==> src/verilog/rv_pkg.sv <==
`default_nettype none

package rv_pkg;

    // Machine widths and memory map
    localparam int unsigned XLEN = 64;
    localparam logic [XLEN-1:0] RAM_BASE = 64'h0000_0000_8000_0000;   // Reset pc
    localparam logic [XLEN-1:0] TRAP_BASE = RAM_BASE + 64'h100;       // Reset mtvec

    // Interrupt request and trap cause
    localparam logic [3:0] EXT_IRQ_CODE = 4'd1;                        // interrupt_vector code
    localparam logic [XLEN-1:0] CAUSE_MEXT = 64'h8000_0000_0000_000B;  // Interrupt bit, cause 11

    // Fetch register reset word, illegal opcode so it runs as a no-op
    localparam logic [31:0] IR_RESET = 32'h0000_0001;

    // Major opcodes of the supported encodings
    localparam logic [6:0] OPC_LUI = 7'b0110111;
    localparam logic [6:0] OPC_OP_IMM = 7'b0010011;
    localparam logic [6:0] OPC_LOAD = 7'b0000011;
    localparam logic [6:0] OPC_STORE = 7'b0100011;
    localparam logic [6:0] OPC_JAL = 7'b1101111;

    // funct3 selects
    localparam logic [2:0] F3_ADDI = 3'b000;
    localparam logic [2:0] F3_DOUBLE = 3'b011;   // ld and sd

    // mret is matched as a whole word
    localparam logic [31:0] MRET_WORD = 32'h3020_0073;

    // Decoded operation
    typedef enum logic [2:0] {
        OP_NOP,
        OP_LUI,
        OP_ADDI,
        OP_LD,
        OP_SD,
        OP_JAL,
        OP_MRET
    } rv_op_e;

    // Execute stage state
    typedef enum logic [1:0] {
        ST_EXEC,      // ir retires this cycle
        ST_FLUSH,     // ir discarded after redirect
        ST_LD_WAIT,   // Read strobe on the bus
        ST_LD_WB      // Read data into rd
    } rv_state_e;

endpackage

`default_nettype wire

==> src/verilog/rv_decode.sv <==
`timescale 1ns/1ps
`default_nettype none

module rv_decode (
    input  logic [31:0]             ir,
    output rv_pkg::rv_op_e          op,
    output logic [4:0]              rd,
    output logic [4:0]              rs1,
    output logic [4:0]              rs2,
    output logic [rv_pkg::XLEN-1:0] imm
);
    import rv_pkg::*;

    logic [6:0] opcode;
    logic [2:0] funct3;
    logic [XLEN-1:0] imm_u;   // lui
    logic [XLEN-1:0] imm_i;   // addi, ld
    logic [XLEN-1:0] imm_s;   // sd
    logic [XLEN-1:0] imm_j;   // jal

    assign opcode = ir[6:0];
    assign funct3 = ir[14:12];

    // Register fields sit at fixed positions in every format
    assign rd = ir[11:7];
    assign rs1 = ir[19:15];
    assign rs2 = ir[24:20];

    // Sign extended immediates
    assign imm_u = {{32{ir[31]}}, ir[31:12], 12'b0};
    assign imm_i = {{52{ir[31]}}, ir[31:20]};
    assign imm_s = {{52{ir[31]}}, ir[31:25], ir[11:7]};
    assign imm_j = {{43{ir[31]}}, ir[31], ir[19:12], ir[20], ir[30:21], 1'b0};   // Bit 0 implied

    always_comb begin
        op = OP_NOP;   // Anything unmatched
        imm = '0;
        if (ir == MRET_WORD) begin
            op = OP_MRET;   // No immediate
        end else begin
            case (opcode)
                OPC_LUI: begin
                    op = OP_LUI;
                    imm = imm_u;
                end
                OPC_OP_IMM: if (funct3 == F3_ADDI) begin
                    op = OP_ADDI;
                    imm = imm_i;
                end
                OPC_LOAD: if (funct3 == F3_DOUBLE) begin
                    op = OP_LD;
                    imm = imm_i;
                end
                OPC_STORE: if (funct3 == F3_DOUBLE) begin
                    op = OP_SD;
                    imm = imm_s;
                end
                OPC_JAL: begin
                    op = OP_JAL;
                    imm = imm_j;
                end
                default: ;   // Left as no-op
            endcase
        end
    end

endmodule

`default_nettype wire

==> config.mk <==
export PLATFORM = sky130hd
export DESIGN_NAME = rv_decode
export DESIGN_NICKNAME = d
export VERILOG_FILES = /design/src/verilog/rv_pkg.sv /design/src/verilog/rv_decode.sv
export SDC_FILE = /design/constraint.sdc
export NUM_CORES = 1
export LEC_CHECK = 0
export ABC_CLOCK_PERIOD_IN_PS = 7300
export BUFFER_PORTS_ARGS = -buffer_cell sky130_fd_sc_hd__buf_2
export CAP_MARGIN = 30
export CORE_UTILIZATION = 38
export DETAILED_ROUTE_END_ITERATION = 10
export PLACE_DENSITY_LB_ADDON = 0.1
export SYNTH_ARGS = -nofsm -noshare
export SYNTH_HDL_FRONTEND = slang
export SYNTH_SLANG_ARGS = --single-unit
==> constraint.sdc <==
create_clock -name vclk -period 7.3
set_clock_uncertainty 0.1 [all_clocks]
set_input_delay 1.46 -clock vclk [all_inputs]
set_output_delay 1.46 -clock vclk [all_outputs]
set_load 0.005 [all_outputs]
==> impl_results.md <==
* Outcome: finished, final reports clean
* Layout cell share with drive strength beyond 1 at 63.9%
* Detailed-placement wirelength estimate at 2350 um
* RSZ-0062 raised after global routing: no
* Synthesized net count at 161
* Vias per inst at 5.11
* Post-route ant nets at 0
* Hold Buf Count CTS at 0
* Largest net degree at the start of global routing at 34
* Seq pwr share at 0%
* Tightest Hold Check Type: input port to output pin
* CP startpoint kind: input port
* Vias at 1120
* WL met3 at 223 um
* Final Core Density at 51.1%
* Critical path arrival at 3.50 ns
* Cell taking the most area after synthesis: buf_4
* Uppermost routed layer: met4
* Slew Viols, Final at 0
* Final nets at 225
* GRT overflow at 0
* Finish-stage setup viols at 0
* Ant diodes at 0
* Fin. Hold Viols at 0
* Period utilization at 69.2%
* Cell count after synthesis at 129
* Post-synth cell types at 36
* Least-Margin Pin Slew at 0.799 ns
* Ranking of synthesized cells by area: buf_4 37%, a22o_1 15%, a21o_1 6.3%
* Lkg Pwr at 0.836 nW
* Die width at 52.3 um
* Yosys warns at 0
* Area share of the largest cell type after synthesis at 36.8%
* Die Y at 52.3 um
* CP Max Fanout at 33
* Number of global-route vias before repair at 876
* Critical Path RT at 5.74 ns
* Achievable frequency at 0.198 GHz
* # resized after CTS at 0
* Commonest non-fill, non-tap cell in the layout: buf_2
* Sequential cell count at 0
* Number of setup buffers added after CTS at 0
* Global placer's final weighted congestion at 0.882
* Seq/Total Area, Yosys at 0%
* Critical path capture point type: output pin
* Global-route wire length before repair at 3930 um
* Critical path's largest stage delay at 0.62 ns
* Mean Syn Cell Area at 7.44 um2
* Top Ports at 114
* Router iterations before antenna repair at 4
* Shortest period the worst path allows at 5.06 ns
* Final wirelength at 2790 um
* Setup TNS Final at 0 ns
* Switching Power at 0.0000174 W
* GRT Resource Usage Total at 18.2%
* Iter 0 DRT Violations at 16
* Routed met2 length at 1410 um
* Die area at 2730 um2
* PD cells at 26.8 nW/um2
* Commonest cells after routing, fill and taps aside: 114 x buf_2, 16 x a22o_1, 8 x a21o_1, 6 x and2_1
* CP max-delay cell: o211a_1
* Critical-path cell list: buf_2 -> or4_4 -> a211o_1 -> o21ai_4 -> o211a_1 -> buf_2
* DRC at 0
* Register area at 0 um2
* Net Sw Frac at 55.3%
* Power Total at 0.0000314 W
* CLK BUF at 0
* Max-Cap Viols at 0
* Initial core utilization at 41.8%
* Internal power at 0.0000140 W
* Core area at 2300 um2
* P&R area growth vs syn at 22.3%
* Initial antenna violation count at 0
* Mapped Area at 960 um2
* Clock Power Share at 0%
* Combinational share of power at 100.0%
* DRT met1 WL at 1130 um
* Port Buf Inserts at 114
* Worst path most repeated cell: buf_2
* Worst rel slew slack at 46.6%
* Avg WL per Cell at 12.7 um
* Critical path class: input port to output pin
* Max IR drop VDD at 19.2 uV
* Row Count at 17
## power groups by stage
| stage | registers, W | clock network (W) | logic [W] |
|---|---|---|---|
| after CTS | 0 | 0 | 0.0000314 |
| after floorplan | 0 | 0 | 0.0000163 |
| after global routing | 0 | 0 | 0.0000349 |
| after detailed placement | 0 | 0 | 0.0000313 |
| final | 0 | 0 | 0.0000314 |
| after global placement | 0 | 0 | 0.0000308 |
## per-layer routing
layer  up-vias  track usage, %
met5         -               0
met1       498            22.7
li1        564               -
met4         0            1.75
met3         2           0.580
met2        56            35.3
## synth_stat cells, drive strengths merged, types with 2 or more instances
cell	number
nand3b	3
and2	6
nand4	2
o21ai	3
clkbuf	2
buf	50
and3	3
nand2	5
nor4	6
a21o	8
nor3	2
a22o	16
a21oi	3
o211a	2
or4	2
nor2	4
## worst max-delay path, delay by kind of cell
kind | cells | cell delay, ns
AOI/OAI and AO/OA | 3 | 1.11
and+or+nand+nor | 1 | 0.56
buffers and inverters | 2 | 0.36
## final timing paths
kind   start  endpoint  slack (ns)  depth (start not counted)
max    ir[6]   imm[59]        2.24                          6
min   ir[15]    rs1[0]        3.02                          2
## area by class of cell
class                      count  area [um2]
fill                         239        1120
timing repair buffer         114         571
tap                           28        35.0
multi-input combinational     77         568
## kinds of logic (layout without fill, tap and decap cells)
family	after synthesis	count (layout)	synth area share (%)
buf+inv	52	114	40.8
simple gates	40	40	26.9
compound gates	37	37	32.3
## stage by stage
| step | cell area, um2 | setup slack [ns] | instances | hold WS [ns] |
|---|---|---|---|---|
| after CTS | 1170 | 2.20 | 219 | 3.02 |
| final | 1170 | 2.24 | 219 | 3.02 |
| after floorplan | 960 | 2.32 | 129 | 2.90 |
| after global routing | 1170 | 2.03 | 219 | 3.03 |
| after detailed placement | 1170 | 2.23 | 219 | 3.02 |
| after global placement | 1170 | 2.31 | 219 | 3.02 |
Note: power is estimated with default switching activity, not from simulation.
