==> src/verilog/rv_pkg.sv <==
`default_nettype none

package rv_pkg;

    // Machine widths and memory map
    localparam int unsigned XLEN = 64;
    localparam logic [XLEN-1:0] RAM_BASE = 64'h0000_0000_8000_0000;   // Reset pc
    localparam logic [XLEN-1:0] TRAP_BASE = RAM_BASE + 64'h100;       // Reset mtvec

    // Interrupt request and trap cause
    localparam logic [3:0] EXT_IRQ_CODE = 4'd1;                        // interrupt_vector code
    localparam logic [XLEN-1:0] CAUSE_MEXT = 64'h8000_0000_0000_000B;  // Interrupt bit, cause 11

    // Fetch register reset word, illegal opcode so it runs as a no-op
    localparam logic [31:0] IR_RESET = 32'h0000_0001;

    // Major opcodes of the supported encodings
    localparam logic [6:0] OPC_LUI = 7'b0110111;
    localparam logic [6:0] OPC_OP_IMM = 7'b0010011;
    localparam logic [6:0] OPC_LOAD = 7'b0000011;
    localparam logic [6:0] OPC_STORE = 7'b0100011;
    localparam logic [6:0] OPC_JAL = 7'b1101111;

    // funct3 selects
    localparam logic [2:0] F3_ADDI = 3'b000;
    localparam logic [2:0] F3_DOUBLE = 3'b011;   // ld and sd

    // mret is matched as a whole word
    localparam logic [31:0] MRET_WORD = 32'h3020_0073;

    // Decoded operation
    typedef enum logic [2:0] {
        OP_NOP,
        OP_LUI,
        OP_ADDI,
        OP_LD,
        OP_SD,
        OP_JAL,
        OP_MRET
    } rv_op_e;

    // Execute stage state
    typedef enum logic [1:0] {
        ST_EXEC,      // ir retires this cycle
        ST_FLUSH,     // ir discarded after redirect
        ST_LD_WAIT,   // Read strobe on the bus
        ST_LD_WB      // Read data into rd
    } rv_state_e;

endpackage

`default_nettype wire

==> src/verilog/rv_csr.sv <==
`timescale 1ns/1ps
`default_nettype none

module rv_csr (
    input  logic                    clk,
    input  logic                    reset,
    input  logic [3:0]              interrupt_vector,
    input  logic                    trap_slot,     // Core can be preempted now
    input  logic                    mret_go,
    input  logic [rv_pkg::XLEN-1:0] epc,           // Address of preempted instruction
    output logic                    trap_take,
    output logic [rv_pkg::XLEN-1:0] trap_vector,
    output logic [rv_pkg::XLEN-1:0] return_pc
);
    import rv_pkg::*;

    // mstatus, only the two interrupt enable bits exist
    logic mstatus_mie;
    logic mstatus_mpie;

    logic [XLEN-1:0] mepc;
    logic [XLEN-1:0] mcause;   // Last trap cause, read by software tools only
    logic [XLEN-1:0] mtvec;

    // External interrupt taken when requested and enabled
    assign trap_take = trap_slot && (interrupt_vector == EXT_IRQ_CODE) && mstatus_mie;

    assign trap_vector = mtvec;
    assign return_pc = mepc;

    always_ff @(posedge clk or negedge reset) begin
        if (!reset) begin
            mstatus_mie <= 1'b1;    // Interrupts on out of reset
            mstatus_mpie <= 1'b0;
            mepc <= '0;
            mcause <= '0;
        end else if (trap_take) begin
            mepc <= epc;
            mcause <= CAUSE_MEXT;
            mstatus_mpie <= mstatus_mie;
            mstatus_mie <= 1'b0;    // Handler runs masked
        end else if (mret_go) begin
            mstatus_mie <= mstatus_mpie;
            mstatus_mpie <= 1'b1;
        end
    end

    // Trap base, fixed since no CSR writes exist
    always_ff @(posedge clk or negedge reset) begin
        if (!reset) begin
            mtvec <= TRAP_BASE;
        end else begin
            mtvec <= mtvec;
        end
    end

endmodule

`default_nettype wire

==> config.mk <==
export PLATFORM = sky130hd
export DESIGN_NAME = rv_csr
export DESIGN_NICKNAME = d
export VERILOG_FILES = /design/src/verilog/rv_pkg.sv /design/src/verilog/rv_csr.sv
export SDC_FILE = /design/constraint.sdc
export NUM_CORES = 1
export LEC_CHECK = 0
export BUFFER_PORTS_ARGS = -buffer_cell sky130_fd_sc_hd__buf_2
export CAP_MARGIN = 30
export CORE_UTILIZATION = 35
export DETAILED_ROUTE_END_ITERATION = 12
export PLACE_DENSITY = 0.71
export REMOVE_ABC_BUFFERS = 1
export SETUP_SLACK_MARGIN = 0.2
export SYNTH_ARGS = -nofsm -noshare
export SYNTH_HDL_FRONTEND = slang
export SYNTH_SLANG_ARGS = --single-unit
==> constraint.sdc <==
create_clock -name clk -period 1.68 [get_ports clk]
set_input_delay 0.168 -clock clk [delete_from_list [all_inputs] [get_ports clk]]
set_output_delay 0.168 -clock clk [all_outputs]
set_load 0.02 [all_outputs]
==> flow_metrics.env <==
export IMPL_port_buffers=136
export IMPL_crit_top_cell="buf_12"
export IMPL_final_cell_area_um2=3971
export IMPL_avgRoutedWirePerCell_um=12.27
export IMPL_die_w_um=93.91
export IMPL_syn_cell_area_um2=2957
export IMPL_place_ws_ns=-0.006017
export IMPL_diodes=0
export IMPL_numCtsBuffers=9
export IMPL_grt_first_pass_wirelength_um=8528
export IMPL_path_max_fanout=4
export IMPL_path_cells="nand4b_1 -> nor3_4 -> buf_12 -> buf_12 -> buf_8"
export IMPL_crit_type="reg -> out"
export IMPL_syn_to_final_growth_pct=34.32
export IMPL_drive_gt1_share_pct=60.16
export IMPL_die_area_um2=8819
export IMPL_hold_slack_ns=0.05328
export IMPL_grt_antenna_before_repair=0
export IMPL_cts_root_buf="clkbuf_8"
export IMPL_fin_util_pct=48.58
export IMPL_ys_seq_elements=66
export IMPL_switching_power_mw=1.763
export IMPL_core_um2=8175
export IMPL_failed_checks="setup timing"
export IMPL_p_comb_share_pct=31.9
export IMPL_fp_dieH_um=93.91
export IMPL_clkTransAtPathRegs_ns=0.07
export IMPL_worstHoldPathType="in -> reg"
export IMPL_switching_share_pct=34.51
export IMPL_fin_cells=469
export IMPL_gp_congestion=0.6674
export IMPL_slowest_delay_ns=0.54
export IMPL_hpwl_um=3875
export IMPL_ant_nets=0
export IMPL_power_density_nw_per_um2=1286
export IMPL_placed_area_um2=3526
export IMPL_fmax_ghz=0.5797
export IMPL_ctsHtreeMaxLevel=3
export IMPL_clockPowerShare_pct=25.8
export IMPL_worstPathRequired_ns=1.51
export IMPL_start_util_pct=36.16
export IMPL_rsz0062_at_grt="yes"
export IMPL_slew_violations=0
export IMPL_setup_viol=45
export IMPL_outcome="finished with violations"
export IMPL_total_power_mw=5.108
export IMPL_grt_overflow=0
export IMPL_yosysSeqAreaShare_pct=55.90
export IMPL_clock_sinks=66
export IMPL_start_kind="flip-flop"
export IMPL_tns_ns=-0.5319
export IMPL_insertion_delay_ns=0.33
export IMPL_grt_pass1_vias=1827
export IMPL_setup_slack_ns=-0.04503
export IMPL_cts_buffer_depth=2
export IMPL_fillers=754
export IMPL_nNetsFinal=431
export IMPL_drtIter0Drc=55
export IMPL_row_count=33
export IMPL_drc_errors=0
export IMPL_synth_cell_types=13
export IMPL_ioPinCount=201
export IMPL_syn_avg_cell_area_um2=14.21
export IMPL_intPower_mw=3.345
export IMPL_wirelength_um=5753
export IMPL_cts_tree="built"
export IMPL_grt_usage_pct=12.94
export IMPL_grt_max_degree=37
export IMPL_leakage_nw=2.114
export IMPL_via_per_inst=4.047
export IMPL_cpMaxStageDelayCell="dfstp_2"
export IMPL_ir_worst_vdd_mv=0.5416
export IMPL_fin_crit_ns=1.725
export IMPL_ys_warnings_count=0
export IMPL_cp_end_kind="output pin"
export IMPL_via_count=1898
export IMPL_share_seq_of_total_power_pct=42.4
export IMPL_fin_crit_sh_pct=102.7
export IMPL_dp_cells=444
export IMPL_finalHoldViolCount=0
export IMPL_finClkSkew_ns=0.005994
export IMPL_maxCapViolCount=0
export IMPL_worstPathArrival_ns=1.56
export IMPL_dr_pass1_iters=6
export IMPL_syn_inst=208
-- final cells by class --
class	instances	area, um^2	area share, %
flip-flops and latches	66	1653	41.62
multi-input cells	133	1081	27.22
repair buffers	149	905.9	22.81
well taps	105	131.4	3.308
clock buffers	9	123.9	3.119
clock inverters	7	76.32	1.922
-- worst paths after layout --
kind / start / to / slack, ns / depth (start not counted)
max in group asynchronous: reset / return_pc[41]$_DFFE_PN0P_ / 0.96 / 3
min in group asynchronous: reset / return_pc[19]$_DFFE_PN0P_ / 0.38 / 3
setup / recovery: mstatus_mie$_DFFE_PN1P_ / trap_take / -0.05 / 5
hold / removal: epc[39] / return_pc[39]$_DFFE_PN0P_ / 0.05 / 2
hold reg to reg: mstatus_mpie$_DFFE_PN0P_ / mstatus_mpie$_DFFE_PN0P_ / 0.47 / 1
setup reg to reg: mstatus_mie$_DFFE_PN1P_ / return_pc[9]$_DFFE_PN0P_ / -0.05 / 6
-- layer usage --
metal  wire, um  share of wire, %  GRT usage (%)  up-vias
met3        539               9.4          5.259        5
met4         66               1.1          5.000        0
li1           -                 -              -      874
met5          0                 0              0        -
met2       2789                48          21.29      121
met1       2358                41          15.00      898
-- sequential cells by signal, indices dropped and copies added, names as in the netlist --
register,cells
return_pc,64
mstatus_mpie,1
mstatus_mie,1
-- repair_timing --
item | CTS | global route
setup endpoints to repair | 65 | 67
pin swaps | 2 | 1
setup buffers | 5 | 0
gates cloned | 2 | 1
hold buffers | 1 | 0
endpoints found under the hold margin | 65 | 0
gates resized for setup | 25 | 2
-- worst max-delay path, delay by kind of cell, from the launching register on --
family	cells	cell delay [ns]
and+or+nand+nor	2	0.33
DFF	1	0.54
buffers and inverters	3	0.36
-- synthesized netlist by cell type (all sizes together) --
master / n / area, um^2
nor2: 1 / 3.750
dfstp: 1 / 26.28
nor3: 1 / 10.01
dfrtp: 65 / 1627
buf: 71 / 536.8
nand4b: 1 / 8.760
or3: 1 / 6.260
conb: 2 / 7.510
mux2: 64 / 720.7
mux2i: 1 / 10.01
-- power by group through the flow --
| stage | registers, mW | clock network, mW | logic (mW) |
|---|---|---|---|
| after floorplan | 2.67 | 0 | 0.437 |
| final | 2.16 | 1.32 | 1.63 |
| after global placement | 2.16 | 0 | 1.50 |
| after detailed placement | 2.18 | 0 | 1.53 |
| after global routing | 2.21 | 1.46 | 1.74 |
| after CTS | 2.16 | 1.38 | 1.63 |
-- kinds of logic (layout without fill, tap and decap cells) --
group         count (synthesis)  in the layout  synth area share (%)
buf+inv                      71            165                 18.15
mux                          65             65                 24.71
simple gates                  4              4                0.9734
other cells                   2             64                0.2540
flops                        66             66                 55.90
-- layout by cell type (no fill, tap or decap), drive strengths merged --
| cell type | instances |
|---|---|
| clkinv | 2 |
| clkinvlp | 2 |
| nor3 | 1 |
| dfstp | 1 |
| conb | 64 |
| buf | 147 |
| clkbuf | 10 |
| or3 | 1 |
| mux2 | 64 |
| inv | 2 |
| nor2 | 1 |
| dfrtp | 65 |
| bufinv | 1 |
| nand4b | 1 |
| dlygate4sd3 | 1 |
| mux2i | 1 |
Power figures use the tool's default switching activity.
