[config.mk]
export PLATFORM = sky130hd
export DESIGN_NAME = rv_core_flat
export DESIGN_NICKNAME = d
export VERILOG_FILES = /design/src/verilog/rv_pkg.sv /design/src/verilog/rv_reg_if.sv /design/src/verilog/rv_core.sv /design/src/flat_wrapper.sv
export SDC_FILE = /design/constraint.sdc
export NUM_CORES = 1
export LEC_CHECK = 0
export ABC_AREA = 0
export BUFFER_PORTS_ARGS = -buffer_cell sky130_fd_sc_hd__buf_2
export CORE_AREA = 3 3 312 314
export CTS_BUF_LIST = sky130_fd_sc_hd__clkbuf_4
export CTS_CLUSTER_DIAMETER = 200
export DETAILED_ROUTE_END_ITERATION = 8
export DIE_AREA = 0 0 315 317
export PLACE_DENSITY = 0.53
export RECOVER_POWER = 100
export SLEW_MARGIN = 20
export SYNTH_ARGS = -nofsm -noshare
export SYNTH_HDL_FRONTEND = slang
export SYNTH_SLANG_ARGS = --single-unit
[constraint.sdc]
create_clock -name clk -period 7.5 [get_ports clk]
set_clock_uncertainty 0.1 [all_clocks]
set_input_delay 1.5 -clock clk [delete_from_list [all_inputs] [get_ports clk]]
set_output_delay 1.5 -clock clk [all_outputs]
set_load 0.005 [all_outputs]
[src/verilog/rv_pkg.sv]
`default_nettype none

package rv_pkg;

    // Machine widths and memory map
    localparam int unsigned XLEN = 64;
    localparam logic [XLEN-1:0] RAM_BASE = 64'h0000_0000_8000_0000;   // Reset pc
    localparam logic [XLEN-1:0] TRAP_BASE = RAM_BASE + 64'h100;       // Reset mtvec

    // Interrupt request and trap cause
    localparam logic [3:0] EXT_IRQ_CODE = 4'd1;                        // interrupt_vector code
    localparam logic [XLEN-1:0] CAUSE_MEXT = 64'h8000_0000_0000_000B;  // Interrupt bit, cause 11

    // Fetch register reset word, illegal opcode so it runs as a no-op
    localparam logic [31:0] IR_RESET = 32'h0000_0001;

    // Major opcodes of the supported encodings
    localparam logic [6:0] OPC_LUI = 7'b0110111;
    localparam logic [6:0] OPC_OP_IMM = 7'b0010011;
    localparam logic [6:0] OPC_LOAD = 7'b0000011;
    localparam logic [6:0] OPC_STORE = 7'b0100011;
    localparam logic [6:0] OPC_JAL = 7'b1101111;

    // funct3 selects
    localparam logic [2:0] F3_ADDI = 3'b000;
    localparam logic [2:0] F3_DOUBLE = 3'b011;   // ld and sd

    // mret is matched as a whole word
    localparam logic [31:0] MRET_WORD = 32'h3020_0073;

    // Decoded operation
    typedef enum logic [2:0] {
        OP_NOP,
        OP_LUI,
        OP_ADDI,
        OP_LD,
        OP_SD,
        OP_JAL,
        OP_MRET
    } rv_op_e;

    // Execute stage state
    typedef enum logic [1:0] {
        ST_EXEC,      // ir retires this cycle
        ST_FLUSH,     // ir discarded after redirect
        ST_LD_WAIT,   // Read strobe on the bus
        ST_LD_WB      // Read data into rd
    } rv_state_e;

endpackage

`default_nettype wire

[src/verilog/rv_reg_if.sv]
`timescale 1ns/1ps
`default_nettype none

interface rv_reg_if;
    import rv_pkg::*;

    // Two read ports
    logic [4:0] rs1_addr;
    logic [4:0] rs2_addr;
    logic [XLEN-1:0] rs1_data;   // Combinational from array
    logic [XLEN-1:0] rs2_data;

    // One write port, taken at the clock edge
    logic [4:0] rd_addr;
    logic [XLEN-1:0] rd_data;
    logic rd_we;

    modport core (
        output rs1_addr, rs2_addr, rd_addr, rd_data, rd_we,
        input  rs1_data, rs2_data
    );

    modport regfile (
        input  rs1_addr, rs2_addr, rd_addr, rd_data, rd_we,
        output rs1_data, rs2_data
    );

endinterface

`default_nettype wire

[src/verilog/rv_core.sv]
`timescale 1ns/1ps
`default_nettype none

module rv_core (
    input  logic                    clk,
    input  logic                    reset,
    input  logic [31:0]             instruction,
    output logic [rv_pkg::XLEN-1:0] pc,
    output logic                    heartbeat,
    output logic                    interrupt_ack,
    output logic [rv_pkg::XLEN-1:0] bus_address,
    output logic [rv_pkg::XLEN-1:0] bus_write_data,
    output logic                    bus_write_enable,
    output logic                    bus_read_enable,
    input  logic [rv_pkg::XLEN-1:0] bus_read_data,
    output logic [31:0]             ir,
    input  rv_pkg::rv_op_e          op,
    input  logic [4:0]              rd,
    input  logic [4:0]              rs1,
    input  logic [4:0]              rs2,
    input  logic [rv_pkg::XLEN-1:0] imm,
    output logic                    trap_slot,
    output logic [rv_pkg::XLEN-1:0] epc,
    output logic                    mret_go,
    input  logic                    trap_take,
    input  logic [rv_pkg::XLEN-1:0] trap_vector,
    input  logic [rv_pkg::XLEN-1:0] return_pc,
    rv_reg_if.core                  regs
);
    import rv_pkg::*;

    rv_state_e state;
    logic [XLEN-1:0] ir_pc;   // Address of the word in ir
    logic [4:0] ld_rd;        // ir moves on while the load waits
    logic retire;             // ir executes this cycle

    assign trap_slot = (state == ST_EXEC);
    assign retire = trap_slot && !trap_take;   // Preempted word is dropped
    assign epc = ir_pc;
    assign interrupt_ack = trap_take;          // Same cycle as the redirect
    assign mret_go = retire && (op == OP_MRET);

    assign regs.rs1_addr = rs1;
    assign regs.rs2_addr = rs2;

    // Register write port
    always_comb begin
        regs.rd_we = 1'b0;
        regs.rd_addr = rd;
        regs.rd_data = '0;
        if (state == ST_LD_WB) begin
            regs.rd_we = 1'b1;   // Load data returned
            regs.rd_addr = ld_rd;
            regs.rd_data = bus_read_data;
        end else if (retire) begin
            case (op)
                OP_LUI: begin
                    regs.rd_we = 1'b1;
                    regs.rd_data = imm;
                end
                OP_ADDI: begin
                    regs.rd_we = 1'b1;
                    regs.rd_data = regs.rs1_data + imm;
                end
                OP_JAL: begin
                    regs.rd_we = (rd != 5'd0);   // Plain jump when rd is x0
                    regs.rd_data = ir_pc + 64'd4;
                end
                default: ;
            endcase
        end
    end

    // Fetch stage, ir follows the instruction port every edge
    always_ff @(posedge clk or negedge reset) begin
        if (!reset) begin
            ir <= IR_RESET;
            ir_pc <= RAM_BASE;
            heartbeat <= 1'b0;
        end else begin
            ir <= instruction;
            ir_pc <= pc;             // Word fetched from pc
            heartbeat <= ~heartbeat;
        end
    end

    // Load destination
    always_ff @(posedge clk) begin
        if (retire && (op == OP_LD)) begin
            ld_rd <= rd;
        end
    end

    // Execute FSM, pc and bus strobes
    always_ff @(posedge clk or negedge reset) begin
        if (!reset) begin
            state <= ST_EXEC;
            pc <= RAM_BASE;
            bus_address <= RAM_BASE;
            bus_write_data <= '0;
            bus_write_enable <= 1'b0;
            bus_read_enable <= 1'b0;
        end else begin
            pc <= pc + 64'd4;   // Default sequential fetch
            bus_write_enable <= 1'b0;   // Strobes last one cycle
            bus_read_enable <= 1'b0;
            case (state)
                ST_EXEC: begin
                    if (trap_take) begin
                        pc <= trap_vector;
                        state <= ST_FLUSH;
                    end else begin
                        case (op)
                            OP_JAL: begin
                                pc <= ir_pc + imm;
                                state <= ST_FLUSH;
                            end
                            OP_MRET: begin
                                pc <= return_pc;   // Back to preempted word
                                state <= ST_FLUSH;
                            end
                            OP_SD: begin
                                bus_address <= regs.rs1_data + imm;
                                bus_write_data <= regs.rs2_data;
                                bus_write_enable <= 1'b1;
                                pc <= pc;   // Refetch the next word after flush
                                state <= ST_FLUSH;
                            end
                            OP_LD: begin
                                bus_address <= regs.rs1_data + imm;
                                bus_read_enable <= 1'b1;
                                pc <= pc;   // Held until write back
                                state <= ST_LD_WAIT;
                            end
                            default: ;   // nop, lui, addi
                        endcase
                    end
                end
                ST_FLUSH: state <= ST_EXEC;   // Wrong-path ir dropped
                ST_LD_WAIT: begin
                    pc <= pc;   // Memory works on the read
                    state <= ST_LD_WB;
                end
                ST_LD_WB: state <= ST_EXEC;   // Next word fetched this cycle
                default: state <= ST_EXEC;
            endcase
        end
    end

endmodule

`default_nettype wire

[src/flat_wrapper.sv]
// flat-port wrapper written by rule: the top's interface ports become plain ports
module rv_core_flat import rv_pkg::*;
  (clk, reset, instruction, pc, heartbeat, interrupt_ack, bus_address, bus_write_data, bus_write_enable, bus_read_enable, bus_read_data, ir, op, rd, rs1, rs2, imm, trap_slot, epc, mret_go, trap_take, trap_vector, return_pc, regs_rs1_addr, regs_rs2_addr, regs_rd_addr, regs_rd_data, regs_rd_we, regs_rs1_data, regs_rs2_data);
  rv_reg_if regs_i ();
  input  logic clk;
  input  logic reset;
  input  logic [31:0] instruction;
  output logic [rv_pkg::XLEN-1:0] pc;
  output logic heartbeat;
  output logic interrupt_ack;
  output logic [rv_pkg::XLEN-1:0] bus_address;
  output logic [rv_pkg::XLEN-1:0] bus_write_data;
  output logic bus_write_enable;
  output logic bus_read_enable;
  input  logic [rv_pkg::XLEN-1:0] bus_read_data;
  output logic [31:0] ir;
  input  rv_pkg::rv_op_e op;
  input  logic [4:0] rd;
  input  logic [4:0] rs1;
  input  logic [4:0] rs2;
  input  logic [rv_pkg::XLEN-1:0] imm;
  output logic trap_slot;
  output logic [rv_pkg::XLEN-1:0] epc;
  output logic mret_go;
  input  logic trap_take;
  input  logic [rv_pkg::XLEN-1:0] trap_vector;
  input  logic [rv_pkg::XLEN-1:0] return_pc;
  output wire logic [$bits(regs_i.rs1_addr)-1:0] regs_rs1_addr;
  output wire logic [$bits(regs_i.rs2_addr)-1:0] regs_rs2_addr;
  output wire logic [$bits(regs_i.rd_addr)-1:0] regs_rd_addr;
  output wire logic [$bits(regs_i.rd_data)-1:0] regs_rd_data;
  output wire logic [$bits(regs_i.rd_we)-1:0] regs_rd_we;
  input wire logic [$bits(regs_i.rs1_data)-1:0] regs_rs1_data;
  input wire logic [$bits(regs_i.rs2_data)-1:0] regs_rs2_data;
  assign regs_rs1_addr = regs_i.rs1_addr;
  assign regs_rs2_addr = regs_i.rs2_addr;
  assign regs_rd_addr = regs_i.rd_addr;
  assign regs_rd_data = regs_i.rd_data;
  assign regs_rd_we = regs_i.rd_we;
  assign regs_i.rs1_data = regs_rs1_data;
  assign regs_i.rs2_data = regs_rs2_data;
  rv_core u_core (.clk(clk), .reset(reset), .instruction(instruction), .pc(pc), .heartbeat(heartbeat), .interrupt_ack(interrupt_ack), .bus_address(bus_address), .bus_write_data(bus_write_data), .bus_write_enable(bus_write_enable), .bus_read_enable(bus_read_enable), .bus_read_data(bus_read_data), .ir(ir), .op(op), .rd(rd), .rs1(rs1), .rs2(rs2), .imm(imm), .trap_slot(trap_slot), .epc(epc), .mret_go(mret_go), .trap_take(trap_take), .trap_vector(trap_vector), .return_pc(return_pc), .regs(regs_i));
endmodule
==> results of run 1 <==
[metal layers]
layer	track usage, %	up-vias
li1	-	12400
met1	38.3	13300
met2	38.3	1205
met3	6.48	206
met4	8.10	16
met5	0	-
[how the worst min path moves through the flow]
stage	from	endpoint	cells past startpoint
finish	u_core.pc[0]	u_core.epc[0]	0
global placement	u_core.pc[0]	u_core.epc[0]	0
CTS	reset	u_core.bus_write_data[8]	1
detailed placement	u_core.pc[0]	u_core.epc[0]	0
floorplan	u_core.pc[31]	u_core.epc[31]	0
global route	u_core.pc[0]	u_core.epc[0]	0
[cell usage in the layout (no fill, tap or decap), drive strengths merged, types with 32 or more instances in the layout]
cell type / n
a211oi: 32
a21o: 67
a21oi: 268
a221oi: 42
and3: 46
buf: 508
clkbuf: 457
dfrtp: 289
ha: 128
inv: 62
mux2: 71
nand2: 332
nand3: 104
nand4: 71
nor2: 210
nor3: 48
o21ai: 320
o21bai: 32
o22ai: 34
xnor2: 108
xor2: 75
[report_power, final]
part	total, mW	internal [mW]	switching (mW)	leakage, nW
clock	1.71	0.873	0.838	0.702
sequential	3.44	2.30	1.13	3.52
combinational	5.64	2.04	3.60	8.45
total	10.8	5.22	5.58	12.7
[cell families (layout without fill, tap and decap cells)]
family / after synthesis / count (layout) / synth area share [%]
compound gates: 1029 / 1029 / 27.7
xor+xnor: 183 / 183 / 6.78
fa+ha+maj: 130 / 130 / 6.95
buf+inv: 240 / 1057 / 4.05
flops: 298 / 298 / 31.7
mux: 85 / 85 / 3.98
other cells: 0 / 31 / 0
simple gates: 940 / 940 / 18.9
[stage by stage]
step           hold WS (ns)  total power, mW  area, um2
2_1_floorplan         0.290             6.11      23600
3_3_place_gp          0.288             9.18      28900
3_5_place_dp          0.291             9.18      28900
4_1_cts               0.223             11.0      30000
5_1_grt               0.313             11.5      29600
6_report              0.307             10.8      29600
[cell type report]
cell class / instances / area (um2)
multi-input cells: 2367 / 15200
diodes: 31 / 77.6
repair buffers: 834 / 3830
clock inverters: 31 / 194
inverters: 61 / 229
well taps: 1265 / 1580
fillers: 10500 / 65300
flip-flops and latches: 298 / 7490
clock buffers: 131 / 983
[state kept, by name, indices dropped and copies added, names as in the netlist]
name	flops
u_core.pc	64
u_core.bus_read_enable	1
u_core.bus_write_enable	1
u_core.ld_rd	5
u_core.heartbeat	1
u_core.state	2
u_core.bus_address	64
u_core.epc	64
u_core.bus_write_data	64
u_core.ir	32
==> flow_metrics.tcl, run 1 <==
set metrics [dict create \
    drive_gt1_share_pct 20.6 \
    post-place-cells 4825 \
    yosys-top-cells-count "nand2_1, o21ai_0, dfrtp_1, a21oi_1, nor2_1" \
    via_per_inst 5.40 \
    rr_endpoint "u_core.pc[30]" \
    dp_hpwl_mm 113 \
    layout.nets 4220 \
    maxUsedRoutingLayer "met5" \
    synth_edf_count 5 \
    gr-total-overflow 0 \
    worstPathRequired_ns 5.90 \
    max-clock-path-buffers 3 \
    ys_seq_area_share_pct 31.7 \
    antenna_found_initial 39 \
    cpPeakStageDelay_ns 0.60 \
    route.met2.wl_mm 58.7 \
    grt_pass1_wl_mm 190 \
    synthesis.nets 3472 \
    fin_crit_sh_pct 91.8 \
    m1WireLength_mm 64.5 \
    cap_violations 16 \
    wl_mm 138 \
    grt_max_degree 128 \
    hold_viol_final 0 \
    crit_path_end "regs_rd_data[45]" \
    synth_warnings 0 \
    fmaxAchievable_mhz 145 \
    start_kind "input port" \
    period_minus_slack_ns 6.89 \
    dp_slack_ns 0.886 \
    rsz0062_at_grt "false" \
    cp_top_family "compound AO/OA/AOI/OAI gates" \
    final-max-slew-violation-count 697 \
    wl_per_cell_um 27.6 \
    cts_setup_buffers 0 \
    max-vdd-ir-drop_mv 0.199 \
    crit_start "regs_rs1_data[3]" \
    coreArea_mm2 0.0949 \
    synthFlopType "dfrtp_1" \
    power_density_mw_per_mm2 365 \
    place_congestion 0.932 \
    rrSetupSlack_ns 0.89 \
    initial_core_util_pct 24.9 \
    insertion_delay_ns 0.96 \
    drtIter0Drc 2430 \
    drc 0 \
    num_rows 113 \
    finalSetupViolCount 0 \
    ios 811 \
    path_class "in2out" \
    dieArea_mm2 0.0999 \
    ys_top_cells_by_area "dfrtp_1, ha_1, o21ai_0" \
    drtAntennaViolNets 0 \
    grt_pass1_vias 25700 \
    die_w_um 315 \
    relSlewSlack_pct -162 \
    cp_num_buf_inv 4 \
    synth.most_common_cell "nand2_1" \
    setup_slack_ns 0.615 \
    syn_inst 2905 \
    ctsResizeCount 0 \
    netlist-cell-type-count 94 \
    clk_pin_slew_ns 0.06 \
    cp_max_fo 5 \
    routed-wl-met3_mm 11.3 \
    r2r-start "u_core.state[0]" \
    die_y_um 317 \
    io_buffers 790 \
    cp.depth 15 \
    endpoint_kind "output pin" \
    via_count 27100 \
    synthArstFlopShare_pct 98.3 \
    timing.setup.tns_ns 0 \
    hold_buffers 0 \
    final_util_pct 31.2 \
    slowest_stage "o31ai_1" \
    outcome "finished with violations" \
    syn_area_per_cell_um2 8.14 \
    syn_area_mm2 0.0236 \
    tightest_slew_ns 3.93 \
    numCtsBuffers 91 \
    violations "capacitance limit, slew limit" \
    worstPathArrival_ns 5.29 \
    area_delta_synth_final_pct 25.2 \
    tritoncts "yes" \
    ys_ff_latch 298 \
    synth_top_cell_area_share_pct 30.6 \
    hold_path.class "reg2reg" \
    cp_cell_sequence "buf_2, ha_1, a21o_1, a21o_1, o21a_1, a221oi_1, buf_4, o211a_1, o22ai_1, o31ai_1, xnor2_1, a222oi_1, buf_4, o21ai_0, buf_2" \
    yosys.area.top_type "dfrtp_1" \
    grt_usage_pct 26.4 \
    drt-pass1-iter-count 8 \
    cts.sinks 298 \
    p_leak_nw 12.7 \
    cts_root_buf "clkbuf_4" \
    htreeDepth 3 \
    r2r_cells 12 \
    final_cells 5018 \
]
(Power assumes the default switching activity.)
==> run 2, diff against run 1 <==
--- a/config.mk
+++ b/config.mk
@@ -12,8 +12,9 @@
 export CTS_CLUSTER_DIAMETER = 200
 export DETAILED_ROUTE_END_ITERATION = 8
 export DIE_AREA = 0 0 315 317
+export GPL_TIMING_DRIVEN = 0
 export PLACE_DENSITY = 0.53
-export RECOVER_POWER = 100
+export RECOVER_POWER = 25
 export SLEW_MARGIN = 20
 export SYNTH_ARGS = -nofsm -noshare
 export SYNTH_HDL_FRONTEND = slang
==> run 2 against run 1 <==
Effect of this change:
- the flow still finishes with violations (capacitance limit, slew limit)
- final cell count up 3.0%
- via count is 4.0% higher
- fmax shrank 4.3%
- critical path depth shrank 6
- register-to-register slack improved by 1.6 ns
- largest power group unchanged
- combinational power grew 2%
- highest routed layer unchanged
- sequential power shrank 3%
- clock power barely moved
- power grew 0.40%
==> flow_metrics.tcl, run 2 (synthesis results as in run 1) <==
set metrics [dict create \
    outcome "finished with violations" \
    violations "capacitance limit, slew limit" \
    tightest_slew_ns 4.37 \
    cts_setup_buffers 0 \
    final-max-slew-violation-count 156 \
    grt_pass1_vias 27000 \
    fmaxAchievable_mhz 139 \
    fin_crit_sh_pct 96.0 \
    gr-total-overflow 0 \
    path_class "in2out" \
    via_count 28200 \
    hold_buffers 0 \
    numCtsBuffers 90 \
    max-clock-path-buffers 3 \
    cp_max_fo 10 \
    r2r-start "u_core.state[1]" \
    cap_violations 2 \
    regArea_mm2 0.00749 \
    r2r_cells 9 \
    htreeDepth 3 \
    endpoint_kind "output pin" \
    via_per_inst 5.46 \
    multi_input_area_mm2 0.0152 \
    drtAntennaViolNets 0 \
    drt-pass1-iter-count 7 \
    drc 0 \
    max-vdd-ir-drop_mv 0.121 \
    dieArea_mm2 0.0999 \
    p_int_mw 5.33 \
    ios 811 \
    layout.nets 4368 \
    insertion_delay_ns 0.99 \
    num_rows 113 \
    start_kind "input port" \
    cts.sinks 298 \
    timing.setup.tns_ns 0 \
    place_congestion 0.979 \
    holdWs_ns 0.297 \
    final_common_cell "buf_2" \
    hold_depth 0 \
    coreArea_mm2 0.0949 \
    dp_hpwl_mm 126 \
    grt_usage_pct 28.9 \
    io_buffers 798 \
    p_leak_nw 13.8 \
    p_sw_mw 5.51 \
    rr_endpoint "u_core.bus_address[60]" \
    drtIter0Drc 2525 \
    power_density_mw_per_mm2 354 \
    grt_max_degree 86 \
    power_frac_clock_pct 15.8 \
    die_w_um 315 \
    hp-start "u_core.pc[27]" \
    rsz0062_at_grt "false" \
    rrSetupSlack_ns 2.46 \
    worstPathRequired_ns 5.90 \
    die_y_um 317 \
    wl_mm 151 \
    antenna_found_initial 46 \
    fill_cells 10400 \
    worstPathArrival_ns 5.60 \
    initial_core_util_pct 24.9 \
    tritoncts "yes" \
    total_power_mw 10.8 \
    p_sw_share_pct 50.8 \
    relSlewSlack_pct -191 \
    area_delta_synth_final_pct 29.4 \
    wl_per_cell_um 29.2 \
    cts_root_buf "clkbuf_4" \
    finalSetupViolCount 0 \
    period_minus_slack_ns 7.20 \
    grt_pass1_wl_mm 205 \
    power_frac_comb_pct 53.3 \
    hold_viol_final 0 \
    layout_common_cells "buf_2, nand2_1, o21ai_0, dfrtp_1, a21oi_1" \
    drive_gt1_share_pct 27.8 \
    power_frac_seq_pct 30.9 \
    holdPathEnd "u_core.epc[27]" \
    ctsResizeCount 0 \
    hold_path.class "reg2reg" \
    clk_pin_slew_ns 0.07 \
]
-- run 2: cell count changes in the layout (fill, tap and decap cells not counted), sizes merged --
cell and change:
buf +318, bufinv -1, clkbuf -173, clkinv +5, clkinvlp +1, diode -2, inv +1
-- run 2: final cells by class --
type | instances | share of cell area [%]
clock buffer | 127 | 3.12
multi-input combinational | 2367 | 49.8
buffer | 179 | 2.39
tap | 1265 | 5.18
sequential | 298 | 24.5
antenna | 29 | 0.237
inverter | 61 | 0.749
timing repair buffer | 804 | 13.3
clock inverter | 37 | 0.737
-- run 2: worst max-delay path by stage --
stage	startpoint	endpoint	cells past startpoint
3_3_place_gp	reset	u_core.bus_address[6]	1
6_report	op[0]	regs_rd_data[26]	9
5_1_grt	op[0]	regs_rd_data[26]	9
4_1_cts	op[0]	regs_rd_data[26]	9
2_1_floorplan	regs_rs1_data[27]	regs_rd_data[54]	12
3_5_place_dp	op[0]	regs_rd_data[26]	9
-- run 2: metrics by stage --
stage / worst slack [ns] / std cells / utilization (%) / area (um2)
finish: 0.303 / 5167 / 32.2 / 30600
global route: 0.124 / 5151 / 32.2 / 30500
CTS: 0.191 / 5138 / 32.2 / 30500
detailed placement: 0.195 / 4974 / 30.9 / 29400
global placement: -1.47 / 4968 / 30.8 / 29200
floorplan: 1.87 / 2905 / - / 23600
-- run 2: per-layer routing --
metal | vias to the layer above | GRT usage, % | part of all wire, %
met2 | 1458 | 44.1 | 44
li1 | 12700 | - | -
met1 | 13700 | 38.7 | 43
met3 | 300 | 7.13 | 8.9
met4 | 32 | 11.8 | 4.1
met5 | - | 1.55 | 0.13
-- run 2: critical path, cell delays in order --
cell      delay [ns]
buf_2           0.19
nor2b_1         0.60
and2_1          0.25
clkbuf_1        0.40
clkbuf_1        0.89
clkbuf_1        0.76
a222oi_1        0.23
o21ai_0         0.54
buf_2           0.22
-- run 2: power groups by stage --
stage	clock network [mW]	registers [mW]	logic (mW)
floorplan	0	2.99	3.12
global placement	0	3.33	5.66
detailed placement	0	3.34	5.67
CTS	1.76	3.31	5.70
global route	1.83	3.43	6.24
finish	1.71	3.35	5.77
